### config.mk
export PLATFORM = sky130hd
export DESIGN_NAME = game
export DESIGN_NICKNAME = d
export VERILOG_FILES = /design/src/rtl/game_pkg.sv /design/src/rtl/game_cen.sv /design/src/rtl/game_vtimer.sv /design/src/rtl/game_char.sv /design/src/rtl/game_sdram.sv /design/src/rtl/game_colmix.sv /design/src/rtl/game.sv
export SDC_FILE = /design/constraint.sdc
export NUM_CORES = 1
export LEC_CHECK = 0
export ABC_CLOCK_PERIOD_IN_PS = 5490
export BUFFER_PORTS_ARGS = -buffer_cell sky130_fd_sc_hd__buf_4
export CORE_MARGIN = 4
export CORE_UTILIZATION = 36
export CTS_CLUSTER_SIZE = 24
export DETAILED_ROUTE_END_ITERATION = 10
export GPL_TIMING_DRIVEN = 0
export SETUP_SLACK_MARGIN = 0.1
export SYNTH_ARGS = -nofsm -noshare
export SYNTH_HDL_FRONTEND = slang
export SYNTH_HIERARCHICAL = 1
export SYNTH_SLANG_ARGS = --single-unit
### constraint.sdc
create_clock -name clk -period 5.49 [get_ports clk]
set_clock_uncertainty 0.05 [all_clocks]
set_input_delay 0.2745 -clock clk [delete_from_list [all_inputs] [get_ports clk]]
set_output_delay 0.2745 -clock clk [all_outputs]
set_load 0.05 [all_outputs]
### src/rtl/game_pkg.sv
// Shared types and constants of the video board
//   vid_t      beam position, blanking and sync
//   prog_t     one SDRAM programming write
//   rom_req_t  tile row read request
//   pal_wr_t   palette write port
//   sd_state_e SDRAM front-end states
//   Default frame sizes
package game_pkg;

    // Default frame, in pixels and lines
    localparam int DEF_H_TOTAL  = 48;
    localparam int DEF_H_ACTIVE = 32;
    localparam int DEF_V_TOTAL  = 24;
    localparam int DEF_V_ACTIVE = 16;

    typedef struct packed {
        logic [8:0] hdump;
        logic [8:0] vdump;
        logic       hb;
        logic       vb;
        logic       hs;
        logic       vs;
    } vid_t;

    typedef struct packed {
        logic [21:0] addr;
        logic [15:0] data;
        logic [ 1:0] mask;
    } prog_t;

    // Address counts 32-bit words
    typedef struct packed {
        logic [12:0] addr;
        logic        cs;
    } rom_req_t;

    typedef struct packed {
        logic        we;
        logic [ 3:0] idx;
        logic [14:0] rgb;   // 5/5/5, red on top
    } pal_wr_t;

    typedef enum logic [1:0] {
        IDLE  = 2'd0,
        RD_LO = 2'd1,
        RD_HI = 2'd2
    } sd_state_e;

endpackage

### src/rtl/game_cen.sv
// Pixel clock enables
//   pxl2_cen one clk in 4
//   pxl_cen  one clk in 8, together with pxl2_cen
`timescale 1ns/1ns

module game_cen (
    input  logic rst,
    input  logic clk,
    output logic pxl2_cen,
    output logic pxl_cen
);

    logic [2:0] cnt;

    always_ff @(posedge clk) begin
        if (rst) begin
            cnt      <= 3'd0;
            pxl2_cen <= 1'b0;
            pxl_cen  <= 1'b0;
        end else begin
            cnt      <= cnt + 3'd1;
            // Decoded one count early so both land on the same clk
            pxl2_cen <= cnt[1:0] == 2'd2;
            pxl_cen  <= cnt == 3'd6;
        end
    end

endmodule

### src/rtl/game_vtimer.sv
// Video timing
//   Horizontal and vertical beam counters
//   Blanking and sync flags, registered with the counters
`timescale 1ns/1ns

module game_vtimer import game_pkg::*; #(
    parameter int H_TOTAL  = DEF_H_TOTAL,
    parameter int H_ACTIVE = DEF_H_ACTIVE,
    parameter int V_TOTAL  = DEF_V_TOTAL,
    parameter int V_ACTIVE = DEF_V_ACTIVE
) (
    input  logic rst,
    input  logic clk,
    input  logic pxl_cen,
    output vid_t vid
);

    logic [8:0] next_h;
    logic [8:0] next_v;

    // Counter values after the coming pxl_cen
    always_comb begin
        next_h = vid.hdump + 9'd1;
        next_v = vid.vdump;
        if (vid.hdump == 9'(H_TOTAL - 1)) begin
            next_h = 9'd0;
            if (vid.vdump == 9'(V_TOTAL - 1)) begin
                next_v = 9'd0;
            end else begin
                next_v = vid.vdump + 9'd1;
            end
        end
    end

    always_ff @(posedge clk) begin
        if (rst) begin
            vid <= '0;
        end else if (pxl_cen) begin
            vid.hdump <= next_h;
            vid.vdump <= next_v;
            vid.hb    <= next_h >= 9'(H_ACTIVE);
            vid.vb    <= next_v >= 9'(V_ACTIVE);
            // Four pixel wide pulse inside the blanking
            vid.hs    <= next_h >= 9'(H_ACTIVE + 4) && next_h < 9'(H_ACTIVE + 8);
            vid.vs    <= next_v == 9'(V_ACTIVE + 2);
        end
    end

endmodule

### src/rtl/game_char.sv
// Character tile layer
//   Row request one tile ahead of the beam, held until char_ok
//   Row buffer for the returned data
//   Pixel shifter, one 4-bit index per pixel
`timescale 1ns/1ns

module game_char import game_pkg::*; (
    input  logic        rst,
    input  logic        clk,
    input  logic        pxl_cen,
    input  vid_t        vid,
    input  logic        char_ok,
    input  logic [31:0] char_data,
    output rom_req_t    char_req,
    output logic [ 3:0] pxl
);

    logic [31:0] row_buf;
    logic        row_ok;
    logic [31:0] pxl_sr;
    logic [ 4:0] col_nxt;
    logic        tile_start;

    assign tile_start = vid.hdump[2:0] == 3'd0;
    assign col_nxt    = vid.hdump[7:3] + 5'd1;
    assign pxl        = pxl_sr[3:0];

    always_ff @(posedge clk) begin
        if (char_ok) begin
            row_buf <= char_data;
        end
    end

    always_ff @(posedge clk) begin
        if (rst) begin
            char_req <= '0;
            row_ok   <= 1'b0;
            pxl_sr   <= 32'd0;
        end else begin
            if (char_ok) begin
                char_req.cs <= 1'b0;
                row_ok      <= 1'b1;
            end
            if (pxl_cen) begin
                if (tile_start) begin
                    // A late row leaves the tile at index 0
                    pxl_sr        <= row_ok ? row_buf : 32'd0;
                    row_ok        <= 1'b0;
                    char_req.cs   <= 1'b1;
                    char_req.addr <= {vid.vdump[7:3], col_nxt, vid.vdump[2:0]};
                end else begin
                    // Pixel n sits in nibble n
                    pxl_sr <= pxl_sr >> 4;
                end
            end
        end
    end

endmodule

### src/rtl/game_sdram.sv
// SDRAM front end
//   Download byte pairs packed into 16-bit programming writes
//   Tile row reads split into two 16-bit bank reads
`timescale 1ns/1ns

module game_sdram import game_pkg::*; (
    input  logic        rst,
    input  logic        clk,
    input  rom_req_t    char_req,
    output logic        char_ok,
    output logic [31:0] char_data,
    input  logic        downloading,
    output logic        dwnld_busy,
    input  logic [24:0] ioctl_addr,
    input  logic [ 7:0] ioctl_data,
    input  logic        ioctl_wr,
    output prog_t       prog,
    output logic        prog_we,
    output logic [21:0] ba_addr,
    output logic        ba_rd,
    input  logic        ba_ack,
    input  logic        ba_dok,
    input  logic [15:0] data_read
);

    sd_state_e   state;
    logic [12:0] rd_addr;
    logic [15:0] lo_word;
    logic [ 7:0] even_byte;

    assign dwnld_busy = downloading;

    // Download packing
    always_ff @(posedge clk) begin
        if (ioctl_wr && !ioctl_addr[0]) begin
            even_byte <= ioctl_data;
        end
        if (ioctl_wr && ioctl_addr[0]) begin
            prog.addr <= ioctl_addr[22:1];
            prog.data <= {ioctl_data, even_byte};
            prog.mask <= 2'b00;
        end
        if (ba_dok && state == RD_LO) begin
            lo_word <= data_read;
        end
        if (ba_dok && state == RD_HI) begin
            char_data <= {data_read, lo_word};
        end
    end

    always_ff @(posedge clk) begin
        if (rst) begin
            prog_we <= 1'b0;
            state   <= IDLE;
            ba_rd   <= 1'b0;
            ba_addr <= 22'd0;
            rd_addr <= 13'd0;
            char_ok <= 1'b0;
        end else begin
            prog_we <= ioctl_wr && ioctl_addr[0];
            char_ok <= 1'b0;
            case (state)
                IDLE: if (char_req.cs && !char_ok && !downloading) begin
                    rd_addr <= char_req.addr;
                    ba_addr <= {8'd0, char_req.addr, 1'b0};
                    ba_rd   <= 1'b1;
                    state   <= RD_LO;
                end
                RD_LO: begin
                    if (ba_ack) ba_rd <= 1'b0;
                    if (ba_dok) begin
                        ba_addr <= {8'd0, rd_addr, 1'b1};
                        ba_rd   <= 1'b1;
                        state   <= RD_HI;
                    end
                end
                RD_HI: begin
                    if (ba_ack) ba_rd <= 1'b0;
                    if (ba_dok) begin
                        // A request that moved on meanwhile is read again
                        char_ok <= char_req.cs && char_req.addr == rd_addr;
                        state   <= IDLE;
                    end
                end
                default: state <= IDLE;
            endcase
        end
    end

endmodule

### src/rtl/game_colmix.sv
// Colour stage
//   16-entry palette RAM with its write port
//   Colour lookup and blanking
//   RGB, delayed blanking and sync registered together
`timescale 1ns/1ns

module game_colmix import game_pkg::*; (
    input  logic       rst,
    input  logic       clk,
    input  logic       pxl_cen,
    input  vid_t       vid,
    input  logic [3:0] pxl,
    input  pal_wr_t    pal_wr,
    output logic [4:0] red,
    output logic [4:0] green,
    output logic [4:0] blue,
    output logic       LHBL_dly,
    output logic       LVBL_dly,
    output logic       HS,
    output logic       VS
);

    logic [14:0] pal_ram [0:15];
    logic [14:0] col;

    assign {red, green, blue} = col;

    always_ff @(posedge clk) begin
        if (pal_wr.we) begin
            pal_ram[pal_wr.idx] <= pal_wr.rgb;
        end
    end

    always_ff @(posedge clk) begin
        if (rst) begin
            col      <= 15'd0;
            LHBL_dly <= 1'b0;
            LVBL_dly <= 1'b0;
            HS       <= 1'b0;
            VS       <= 1'b0;
        end else if (pxl_cen) begin
            // Black outside the active area
            col      <= (vid.hb || vid.vb) ? 15'd0 : pal_ram[pxl];
            LHBL_dly <= ~vid.hb;
            LVBL_dly <= ~vid.vb;
            HS       <= vid.hs;
            VS       <= vid.vs;
        end
    end

endmodule

### src/rtl/game.sv
// Game top level
//   Clock enables, video timing, character layer,
//   colour stage and SDRAM front end
`timescale 1ns/1ns

module game import game_pkg::*; #(
    parameter int H_TOTAL  = DEF_H_TOTAL,
    parameter int H_ACTIVE = DEF_H_ACTIVE,
    parameter int V_TOTAL  = DEF_V_TOTAL,
    parameter int V_ACTIVE = DEF_V_ACTIVE
) (
    input  logic        rst,
    input  logic        clk,
    output logic        pxl2_cen,
    output logic        pxl_cen,
    output logic [ 4:0] red,
    output logic [ 4:0] green,
    output logic [ 4:0] blue,
    output logic        LHBL_dly,
    output logic        LVBL_dly,
    output logic        HS,
    output logic        VS,
    // ROM download
    input  logic        downloading,
    output logic        dwnld_busy,
    input  logic [24:0] ioctl_addr,
    input  logic [ 7:0] ioctl_data,
    input  logic        ioctl_wr,
    output prog_t       prog,
    output logic        prog_we,
    // SDRAM bank
    output logic [21:0] ba_addr,
    output logic        ba_rd,
    input  logic        ba_ack,
    input  logic        ba_dok,
    input  logic [15:0] data_read,
    // Palette port
    input  pal_wr_t     pal_wr
);

    vid_t        vid;
    rom_req_t    char_req;
    logic        char_ok;
    logic [31:0] char_data;
    logic [ 3:0] pxl;

    game_cen u_cen (
        .rst      ( rst      ),
        .clk      ( clk      ),
        .pxl2_cen ( pxl2_cen ),
        .pxl_cen  ( pxl_cen  )
    );

    game_vtimer #(
        .H_TOTAL  ( H_TOTAL  ),
        .H_ACTIVE ( H_ACTIVE ),
        .V_TOTAL  ( V_TOTAL  ),
        .V_ACTIVE ( V_ACTIVE )
    ) u_vtimer (
        .rst      ( rst      ),
        .clk      ( clk      ),
        .pxl_cen  ( pxl_cen  ),
        .vid      ( vid      )
    );

    game_char u_char (
        .rst       ( rst       ),
        .clk       ( clk       ),
        .pxl_cen   ( pxl_cen   ),
        .vid       ( vid       ),
        .char_ok   ( char_ok   ),
        .char_data ( char_data ),
        .char_req  ( char_req  ),
        .pxl       ( pxl       )
    );

    game_sdram u_sdram (
        .rst         ( rst         ),
        .clk         ( clk         ),
        .char_req    ( char_req    ),
        .char_ok     ( char_ok     ),
        .char_data   ( char_data   ),
        .downloading ( downloading ),
        .dwnld_busy  ( dwnld_busy  ),
        .ioctl_addr  ( ioctl_addr  ),
        .ioctl_data  ( ioctl_data  ),
        .ioctl_wr    ( ioctl_wr    ),
        .prog        ( prog        ),
        .prog_we     ( prog_we     ),
        .ba_addr     ( ba_addr     ),
        .ba_rd       ( ba_rd       ),
        .ba_ack      ( ba_ack      ),
        .ba_dok      ( ba_dok      ),
        .data_read   ( data_read   )
    );

    game_colmix u_colmix (
        .rst      ( rst      ),
        .clk      ( clk      ),
        .pxl_cen  ( pxl_cen  ),
        .vid      ( vid      ),
        .pxl      ( pxl      ),
        .pal_wr   ( pal_wr   ),
        .red      ( red      ),
        .green    ( green    ),
        .blue     ( blue     ),
        .LHBL_dly ( LHBL_dly ),
        .LVBL_dly ( LVBL_dly ),
        .HS       ( HS       ),
        .VS       ( VS       )
    );

endmodule

-- Yosys cells after proc, flatten, opt, wreduce, memory -nomap -nowiden
Memories as Yosys holds them, arrays and structs flattened. A register that Yosys moved wholly into a read port is not among the register bits.
Index checks and enable logic that the tools add are counted.
- ROM bits: 0
- output and inout port bits: 86
- bits in latches: 0
- register bits: 259
- logic and storage cells: 103
- memories: 1
- RAM bits: 240
- order comparisons: 4
- equality and inequality tests: 11
- muxes and demuxes: 27
- bitwise operators: 4
- add/subtract/negate cells: 4
- reduce and logical (&&, ||, !) cells: 22
- multipliers: 0
- shift-type cells: 0
- div/mod/pow operators: 0
- memory list (memory ; depth ; bits a word ; rd ports ; clocked after Yosys merged registers in ; wr ports ; line ; source):
    u_colmix.pal_ram ; 16 ; 15 ; 1 ; 1 ; 1 ; game_colmix.sv:23 ; logic [14:0] pal_ram [0:15];
- operators by type and width (cell ; number):
    2-to-1 mux 32 bit ; 2
    2-to-1 mux 22 bit ; 2
    one-hot mux 22 bit (2 select lines) ; 1
    2-to-1 mux 9 bit ; 3
    adder 9 x 1 -> 9 bit (second input constant) ; 2
    == test 9 x 5 -> 1 bit (second input constant) ; 2
    >= comparator 9 x 6 -> 1 bit (second input constant) ; 2
    2-to-1 mux 15 bit ; 1
    == test 13 bit ; 1
    2-to-1 mux 1 bit ; 11
    == test 9 x 6 -> 1 bit (second input constant) ; 1
    >= comparator 9 x 5 -> 1 bit (second input constant) ; 1
    less-than comparator 9 x 6 -> 1 bit (second input constant) ; 1
    logical AND 1 bit ; 8
    2-to-1 mux 4 bit ; 2
    2-to-1 mux 2 bit ; 3
    one-hot mux 2 bit (3 select lines) ; 1
    AND reduction 2 bit ; 3
    AND reduction 3 bit ; 2
    adder 5 x 1 -> 5 bit (second input constant) ; 1
    == test 2 bit (second input constant) ; 2
    inequality test 2 bit (second input constant) ; 2
    NOT 1 bit ; 4
    adder 3 x 1 -> 3 bit (second input constant) ; 1
    other kinds (11) ; 13

-- Longest topological paths before layout
Gate-level depths: netlist of run 1.
- depth in word-level cells: 5
- gate-level depth with buffers: 8
- depth with buffers taken out: 6

-- Modules after synthesis
Netlist of run 1, hierarchy kept.
- modules (own cells, without submodules) (module ; sequential area each (um^2) ; instances ; cells each ; area each (um^2)):
    game_colmix ; 7587.3 ; 1 ; 487 ; 9790.6
    game_sdram ; 3463.3 ; 1 ; 280 ; 4466.8
    game_char ; 1901.8 ; 1 ; 276 ; 3070.4
    game_vtimer ; 440.4 ; 1 ; 173 ; 1382.6
    game_cen ; 100.1 ; 1 ; 14 ; 163.9

-- Worst setup path after synthesis of run 1
No wires, ideal clock.
- path kind: input-to-reg
- from: in pal_wr[17] in the netlist's numbering
- to: mem u_colmix.pal_ram[0][0], enable pin
- arrival: 1.853 ns
- slack: 3.181 ns
- path buffers: 0
- cell stages on the path: 2
- data required time: 5.034 ns
- cells stage by stage: or3b_2 nor3_1
- RTL lines (element ; line ; source):
    start: declaration ; game.sv:38 ; input pal_wr_t pal_wr
    end: declaration ; game_colmix.sv:23 ;
No word-level cell before the write port.

==> results.json, run 1 <==
{
  "status": "completed",
  "r2r-end": "u_colmix/col[11]",
  "routed_via_density": 4.975,
  "p_switching_w": 0.001764,
  "avgSynthCellArea_um2": 15.35,
  "leakagePower_nw": 7.730,
  "worstMarginPinSlew_ns": 0.9798,
  "hold_path_end": "u_sdram/ba_rd",
  "dieArea_um2": 56160,
  "yosysTopAreaCell": "edfxtp_1",
  "grt_max_degree": 40,
  "tns_ns": 0,
  "holdPathStages": 5,
  "synth_compound_area_share_pct": 6.954,
  "reg2reg_slack_ns": 2.54,
  "drc": 0,
  "clkPwrFrac_pct": 41.4,
  "yosysSeqAreaShare_pct": 71.49,
  "finalMaxSlewViolations": 0,
  "clkTransAtPathRegs_ns": 0.06,
  "io_buffers": 148,
  "crit_path_start_kind": "flop",
  "core_um2": 51610,
  "synthDistinctLibCells": 76,
  "min-delay-start": "ba_ack",
  "start_util_pct": 36.57,
  "slowest_stage": "dfxtp_1",
  "htreeDepth": 2,
  "wl_per_cell_um": 18.31,
  "ant_nets": 0,
  "synth_xor_area_share_pct": 1.299,
  "drive_gt1_share_pct": 23.91,
  "place_hpwl_um": 27140,
  "synth.top_cell.area_share_pct": 58.23,
  "drv_cap": 0,
  "setup_violations": 0,
  "fin_crit_ns": 2.947,
  "syn_area_um2": 18870,
  "swShare_pct": 22.18,
  "p_int_w": 0.006189,
  "ios": 161,
  "layout_setup_ws_ns": 2.543,
  "overflow": 0,
  "period_share_pct": 53.68,
  "critPathRequiredTime_ns": 5.94,
  "fmax_mhz": 339.3,
  "reg2reg_from": "u_cen/pxl_cen",
  "drt-pass1-iter-count": 5,
  "grt_pass1_vias": 11130,
  "antenna_found_initial": 0,
  "grt_usage_pct": 14.17,
  "worstSkewPairLatency_ns": 0.58,
  "area_growth_pct": 23.67,
  "antennaDiodeCount": 0,
  "wl_met3_um": 2465,
  "cts_tree": "done",
  "ir_drop_mv": 0.2092,
  "cts.sinks": 491,
  "async_flop_share_pct": 0,
  "nets": 1599,
  "cp_cell_sequence": "buf_2, nor4b_1, nor2b_1, buf_4, a32oi_1, o21ai_0",
  "pre_cts_slack_ns": 2.629,
  "first_iter_violations": 758,
  "synth_cells": 1230,
  "grt_setup_unrepaired": "false",
  "synth.area.mux_share_pct": 8.532,
  "worstPathArrival_ns": 3.40,
  "synth_top_family_by_area": "multiplexers",
  "ys_top_cells_by_area": "edfxtp_1 (58%), dfxtp_1 (13%), mux2i_1 (4.8%)",
  "die_height_um": 237.0,
  "yosys_warnings": 6,
  "fin_util_pct": 45.23,
  "topRoutingLayerUsed": "met4",
  "synthAdderAreaFrac_pct": 0.5966,
  "grt_pass1_wl_um": 63340,
  "cts_inserted_buffers": 50,
  "final_hold_viol_count": 0,
  "reg2regPathDepth": 6,
  "endpoint_kind": "flop",
  "ys.flop_type": "edfxtp_1",
  "criticalPathCategory": "flop to flop",
  "synth_edf_count": 366,
  "combinationalPowerShare_pct": 6.9,
  "hold_class": "input port to flop",
  "drt-met1-wl_um": 18070,
  "ys_ff_latch": 491,
  "crit_path_max_fanout": 13,
  "max_stage_delay_ns": 0.71,
  "wirelength_um": 40940,
  "ctsLongestPathBuffers": 3,
  "clockRootBuffer": "clkbuf_16",
  "p_per_area_nw_per_um2": 340.7,
  "stdcell_area_um2": 23340,
  "route.met2.wl_um": 19380,
  "rows": 83,
  "place_area_um2": 21120,
  "vias": 11130,
  "slew-limit-headroom_pct": 34.61,
  "gp_congestion": 0.8080,
  "synthSimpleGateAreaFrac_pct": 7.776,
  "die_w_um": 237.0,
  "seqPwrFrac_pct": 51.7
}
[through the flow]
stage / hold WS, ns / power, W / cells
3_5_place_dp: 0.3545 / 0.004704 / 2081
4_1_cts: 0.02263 / 0.008068 / 2236
6_report: 0.06681 / 0.007954 / 2236
2_1_floorplan: 0.2912 / 0.004505 / 1239
5_1_grt: 0.06265 / 0.008262 / 2236
3_3_place_gp: 0.3503 / 0.004686 / 2067
[sequential cells by signal, indices dropped and copies added (netlist names), 2 cells and up]
signal	flops
u_sdram/even_byte	8
u_colmix/col	15
u_sdram/ba_addr	14
u_colmix/pal_ram	240
u_vtimer/vid	22
u_sdram/rd_addr	13
u_sdram/char_data	32
u_char/pxl_sr	32
u_sdram/state	2
u_char/row_buf	32
u_char/char_req	14
u_sdram/lo_word	16
u_cen/cnt	3
u_sdram/prog	38
[cell type report]
| cell class | count | area [µm²] |
|---|---|---|
| fillers | 4491 | 28270 |
| inverters | 11 | 41.29 |
| repair buffers | 224 | 1923 |
| flip-flops and latches | 491 | 13490 |
| plain buffers | 88 | 588.1 |
| clock inverters | 24 | 220.2 |
| multi-input cells | 649 | 4838 |
| clock buffers | 69 | 1386 |
| well taps | 680 | 850.8 |
[layout by cell type, fill, tap and decap left out, types with 14 or more instances in the layout]
| master | n |
|---|---|
| edfxtp_1 | 366 |
| clkbuf_16 | 51 |
| a32oi_1 | 18 |
| mux2i_1 | 90 |
| o21ai_0 | 20 |
| a311oi_1 | 30 |
| a21oi_1 | 33 |
| dlygate4sd3_1 | 62 |
| buf_8 | 14 |
| nor2_1 | 84 |
| nand2_1 | 92 |
| xor2_1 | 18 |
| a22oi_1 | 28 |
| buf_4 | 177 |
| nand3_1 | 40 |
| buf_2 | 24 |
| a211oi_1 | 15 |
| clkbuf_1 | 32 |
| mux4_2 | 31 |
| dfxtp_1 | 124 |
| nor2_2 | 14 |
[cell usage after synthesis (20+ instances only)]
| cell type | count |
|---|---|
| buf_4 | 28 |
| dfxtp_1 | 125 |
| mux4_2 | 31 |
| mux2i_1 | 90 |
| nor2_1 | 96 |
| nand2_1 | 92 |
| a22oi_1 | 28 |
| a311oi_1 | 30 |
| o21ai_0 | 20 |
| clkbuf_1 | 20 |
| nand3_1 | 40 |
| edfxtp_1 | 366 |
| a21oi_1 | 33 |
| buf_2 | 24 |
[power by group through the flow]
| stage | clock network (W) | registers [W] | logic (W) |
|---|---|---|---|
| floorplan | 0 | 0.00432 | 0.000180 |
| global placement | 0 | 0.00419 | 0.000496 |
| detailed placement | 0 | 0.00419 | 0.000513 |
| CTS | 0.00341 | 0.00411 | 0.000549 |
| global route | 0.00356 | 0.00412 | 0.000582 |
| finish | 0.00329 | 0.00411 | 0.000546 |
[worst max-delay path, delay by kind of cell, from the launching register on]
kind            cells  cell delay (ns)
simple gates        2             1.24
flops               1             0.71
buf+inv             2             0.61
compound gates      2             0.23
[kinds of logic (layout without fill, tap and decap cells)]
family	Yosys count	in the layout
buffers and inverters	99	416
and+or+nand+nor	304	304
muxes	122	122
AOI/OAI and AO/OA	176	176
DFF	491	491
adders and majority gates	9	9
xor gates and xnor gates	28	28
other	1	10
[per-layer routing]
layer	vias up	global-route usage [%]
met3	70	3.028
met1	5482	19.43
met2	298	22.90
met4	0	4.069
li1	5275	-
met5	-	0
[repair_timing]
item	4_1_cts	5_1_grt
buffers inserted	0	0
hold buffers	62	0
endpoints found under the setup margin	0	0
resized for setup	0	0
hold endpoints to repair	315	0
[worst max-delay path by stage]
stage | startpoint | to | slack (ns)
2_1_floorplan | pal_wr[17] | u_colmix/pal_ram[0][0] | 3.18
3_3_place_gp | pal_wr[17] | u_colmix/pal_ram[0][9] | 2.22
3_5_place_dp | u_cen/pxl_cen | u_colmix/col[11] | 2.63
4_1_cts | u_cen/pxl_cen | u_colmix/col[11] | 2.61
5_1_grt | u_cen/pxl_cen | u_colmix/col[4] | 2.36
6_report | u_cen/pxl_cen | u_colmix/col[11] | 2.54
Power figures use the tool's default switching activity.
==> run 2, diff against run 1 <==
ABC_CLOCK_PERIOD_IN_PS = 2750   (was 5490)
clock period = 2.75 ns   (was 5.49 ns; I/O delays follow)
==> results.json, run 2 (synthesized netlist as in run 1, its figures left out) <==
{
  "status": "completed",
  "criticalPathCategory": "flop to flop",
  "area_growth_pct": 24.10,
  "io_buffers": 148,
  "antenna_found_initial": 0,
  "crit_family": "simple AND/OR/NAND/NOR gates",
  "reg2regPathDepth": 6,
  "ctsLongestPathBuffers": 3,
  "layout_setup_ws_ns": 0.3888,
  "largest_reg_flops": 240,
  "cts_inserted_buffers": 50,
  "slew-limit-headroom_pct": 32.54,
  "seqPwrFrac_pct": 51.7,
  "place_hpwl_um": 27140,
  "worstPathArrival_ns": 2.81,
  "fmax_mhz": 423.5,
  "p_per_area_nw_per_um2": 678.3,
  "slowest_stage": "dfxtp_2",
  "finalMaxSlewViolations": 0,
  "cts.sinks": 491,
  "clkPwrFrac_pct": 41.4,
  "worstMarginPinSlew_ns": 1.011,
  "nets": 1606,
  "worstSkewPairLatency_ns": 0.58,
  "fin_crit_ns": 2.361,
  "crit_buf_inv": 2,
  "p_int_w": 0.01237,
  "gp_congestion": 0.8080,
  "drt-pass1-iter-count": 5,
  "period_share_pct": 85.86,
  "cp_cell_sequence": "buf_2, nor4b_2, nor2b_2, buf_4, a32oi_1, o21ai_0",
  "drc": 0,
  "clkTransAtPathRegs_ns": 0.06,
  "grt_max_degree": 40,
  "crit_path_start_kind": "flop",
  "final_hold_viol_count": 0,
  "leakagePower_nw": 7.766,
  "ios": 161,
  "combinationalPowerShare_pct": 6.9,
  "ant_nets": 0,
  "grt_setup_unrepaired": "false",
  "hold_class": "input port to flop",
  "rows": 83,
  "dieArea_um2": 56160,
  "cts_setup_buffers": 0,
  "total_power_w": 0.01589,
  "htreeDepth": 2,
  "wirelength_um": 40980,
  "mostFrequentLayoutCells": "edfxtp_1 (366), buf_4 (177), dfxtp_1 (123), nand2_1 (92), mux2i_1 (90)",
  "pre_cts_slack_ns": -0.1107,
  "overflow": 0,
  "holdPathStages": 4,
  "first_iter_violations": 674,
  "ir_drop_mv": 0.4176,
  "die_height_um": 237.0,
  "drv_cap": 0,
  "p_switching_w": 0.003522,
  "vias": 11100,
  "fin_hold_ws_ns": 0.04920,
  "antennaDiodeCount": 0,
  "max_stage_delay_ns": 0.53,
  "reg2reg_from": "u_cen/pxl_cen",
  "fillers": 4482,
  "cp-startpoint": "u_cen/pxl_cen",
  "grt_pass1_vias": 11150,
  "cts_tree": "done",
  "die_w_um": 237.0,
  "layout_commonest_cell": "edfxtp_1",
  "top_regs": "u_colmix/pal_ram: 240 flops, u_sdram/prog: 38 flops",
  "grt_usage_pct": 14.18,
  "critPathRequiredTime_ns": 3.20,
  "largest-register": "u_colmix/pal_ram",
  "setup_violations": 0,
  "drive_gt1_share_pct": 23.99,
  "grt_pass1_wl_um": 63330,
  "wl_per_cell_um": 18.27,
  "crit_cells": 6,
  "swShare_pct": 22.17,
  "core_um2": 51610,
  "start_util_pct": 36.57,
  "routed_via_density": 4.950,
  "crit_path_max_fanout": 13,
  "min-delay-start": "ba_dok",
  "endpoint_kind": "flop",
  "fin_util_pct": 45.38,
  "clockRootBuffer": "clkbuf_16"
}
[run 2: timing repair]
action | CTS | global route
pin swaps | 0 | 0
hold buffers | 69 | 0
hold endpoints to repair | 356 | 0
gates resized for setup | 1 | 2
gates cloned | 0 | 0
endpoints found under the setup margin | 10 | 10
[run 2: worst register-to-register path, delay by kind of cell (launching register included)]
| family | cells | cell delay [ns] |
|---|---|---|
| AOI/OAI and AO/OA | 2 | 0.24 |
| buffers and inverters | 2 | 0.55 |
| DFF | 1 | 0.53 |
| and+or+nand+nor | 2 | 0.92 |
[run 2: path summary, 6_finish.rpt]
kind	slack, ns	to
worst min register to register	0.36	u_char/row_buf[13]
worst max register to register	0.39	u_colmix/col[11]
worst min-delay path	0.05	u_sdram/state[0]
worst max-delay path	0.39	u_colmix/col[11]
[run 2: area by class of cell]
cell class,count,area (µm²),share of cell area (%)
buffer,88,588.1,2.511
clock buffer,69,1386,5.919
clock inverter,24,220.2,0.9402
inverter,11,41.29,0.1763
multi-input combinational,649,4847,20.69
sequential,491,13500,57.62
tap,680,850.8,3.632
timing repair buffer,231,1993,8.510
[run 2: layer usage]
metal,up-vias,track usage [%],routed length [µm]
met2,268,22.91,19370
li1,5292,-,-
met4,0,4.069,1035
met1,5470,19.43,18400
met5,-,0,0
met3,72,3.028,2181
[run 2: per-stage QoR]
step / cells / instance area (µm²) / setup TNS [ns]
global placement: 2067 / 20870 / -14.59
CTS: 2243 / 23420 / 0
floorplan: 1239 / 18910 / 0
detailed placement: 2081 / 21120 / -0.9874
global route: 2243 / 23420 / 0
finish: 2243 / 23420 / 0
[run 2: power by group through the flow]
stage          Combinational (W)  Sequential [W]  Clock [W]
2_1_floorplan           0.000360         0.00863          0
3_3_place_gp            0.000991         0.00836          0
3_5_place_dp             0.00102         0.00837          0
4_1_cts                  0.00111         0.00821    0.00680
5_1_grt                  0.00117         0.00823    0.00711
6_report                 0.00110         0.00821    0.00657
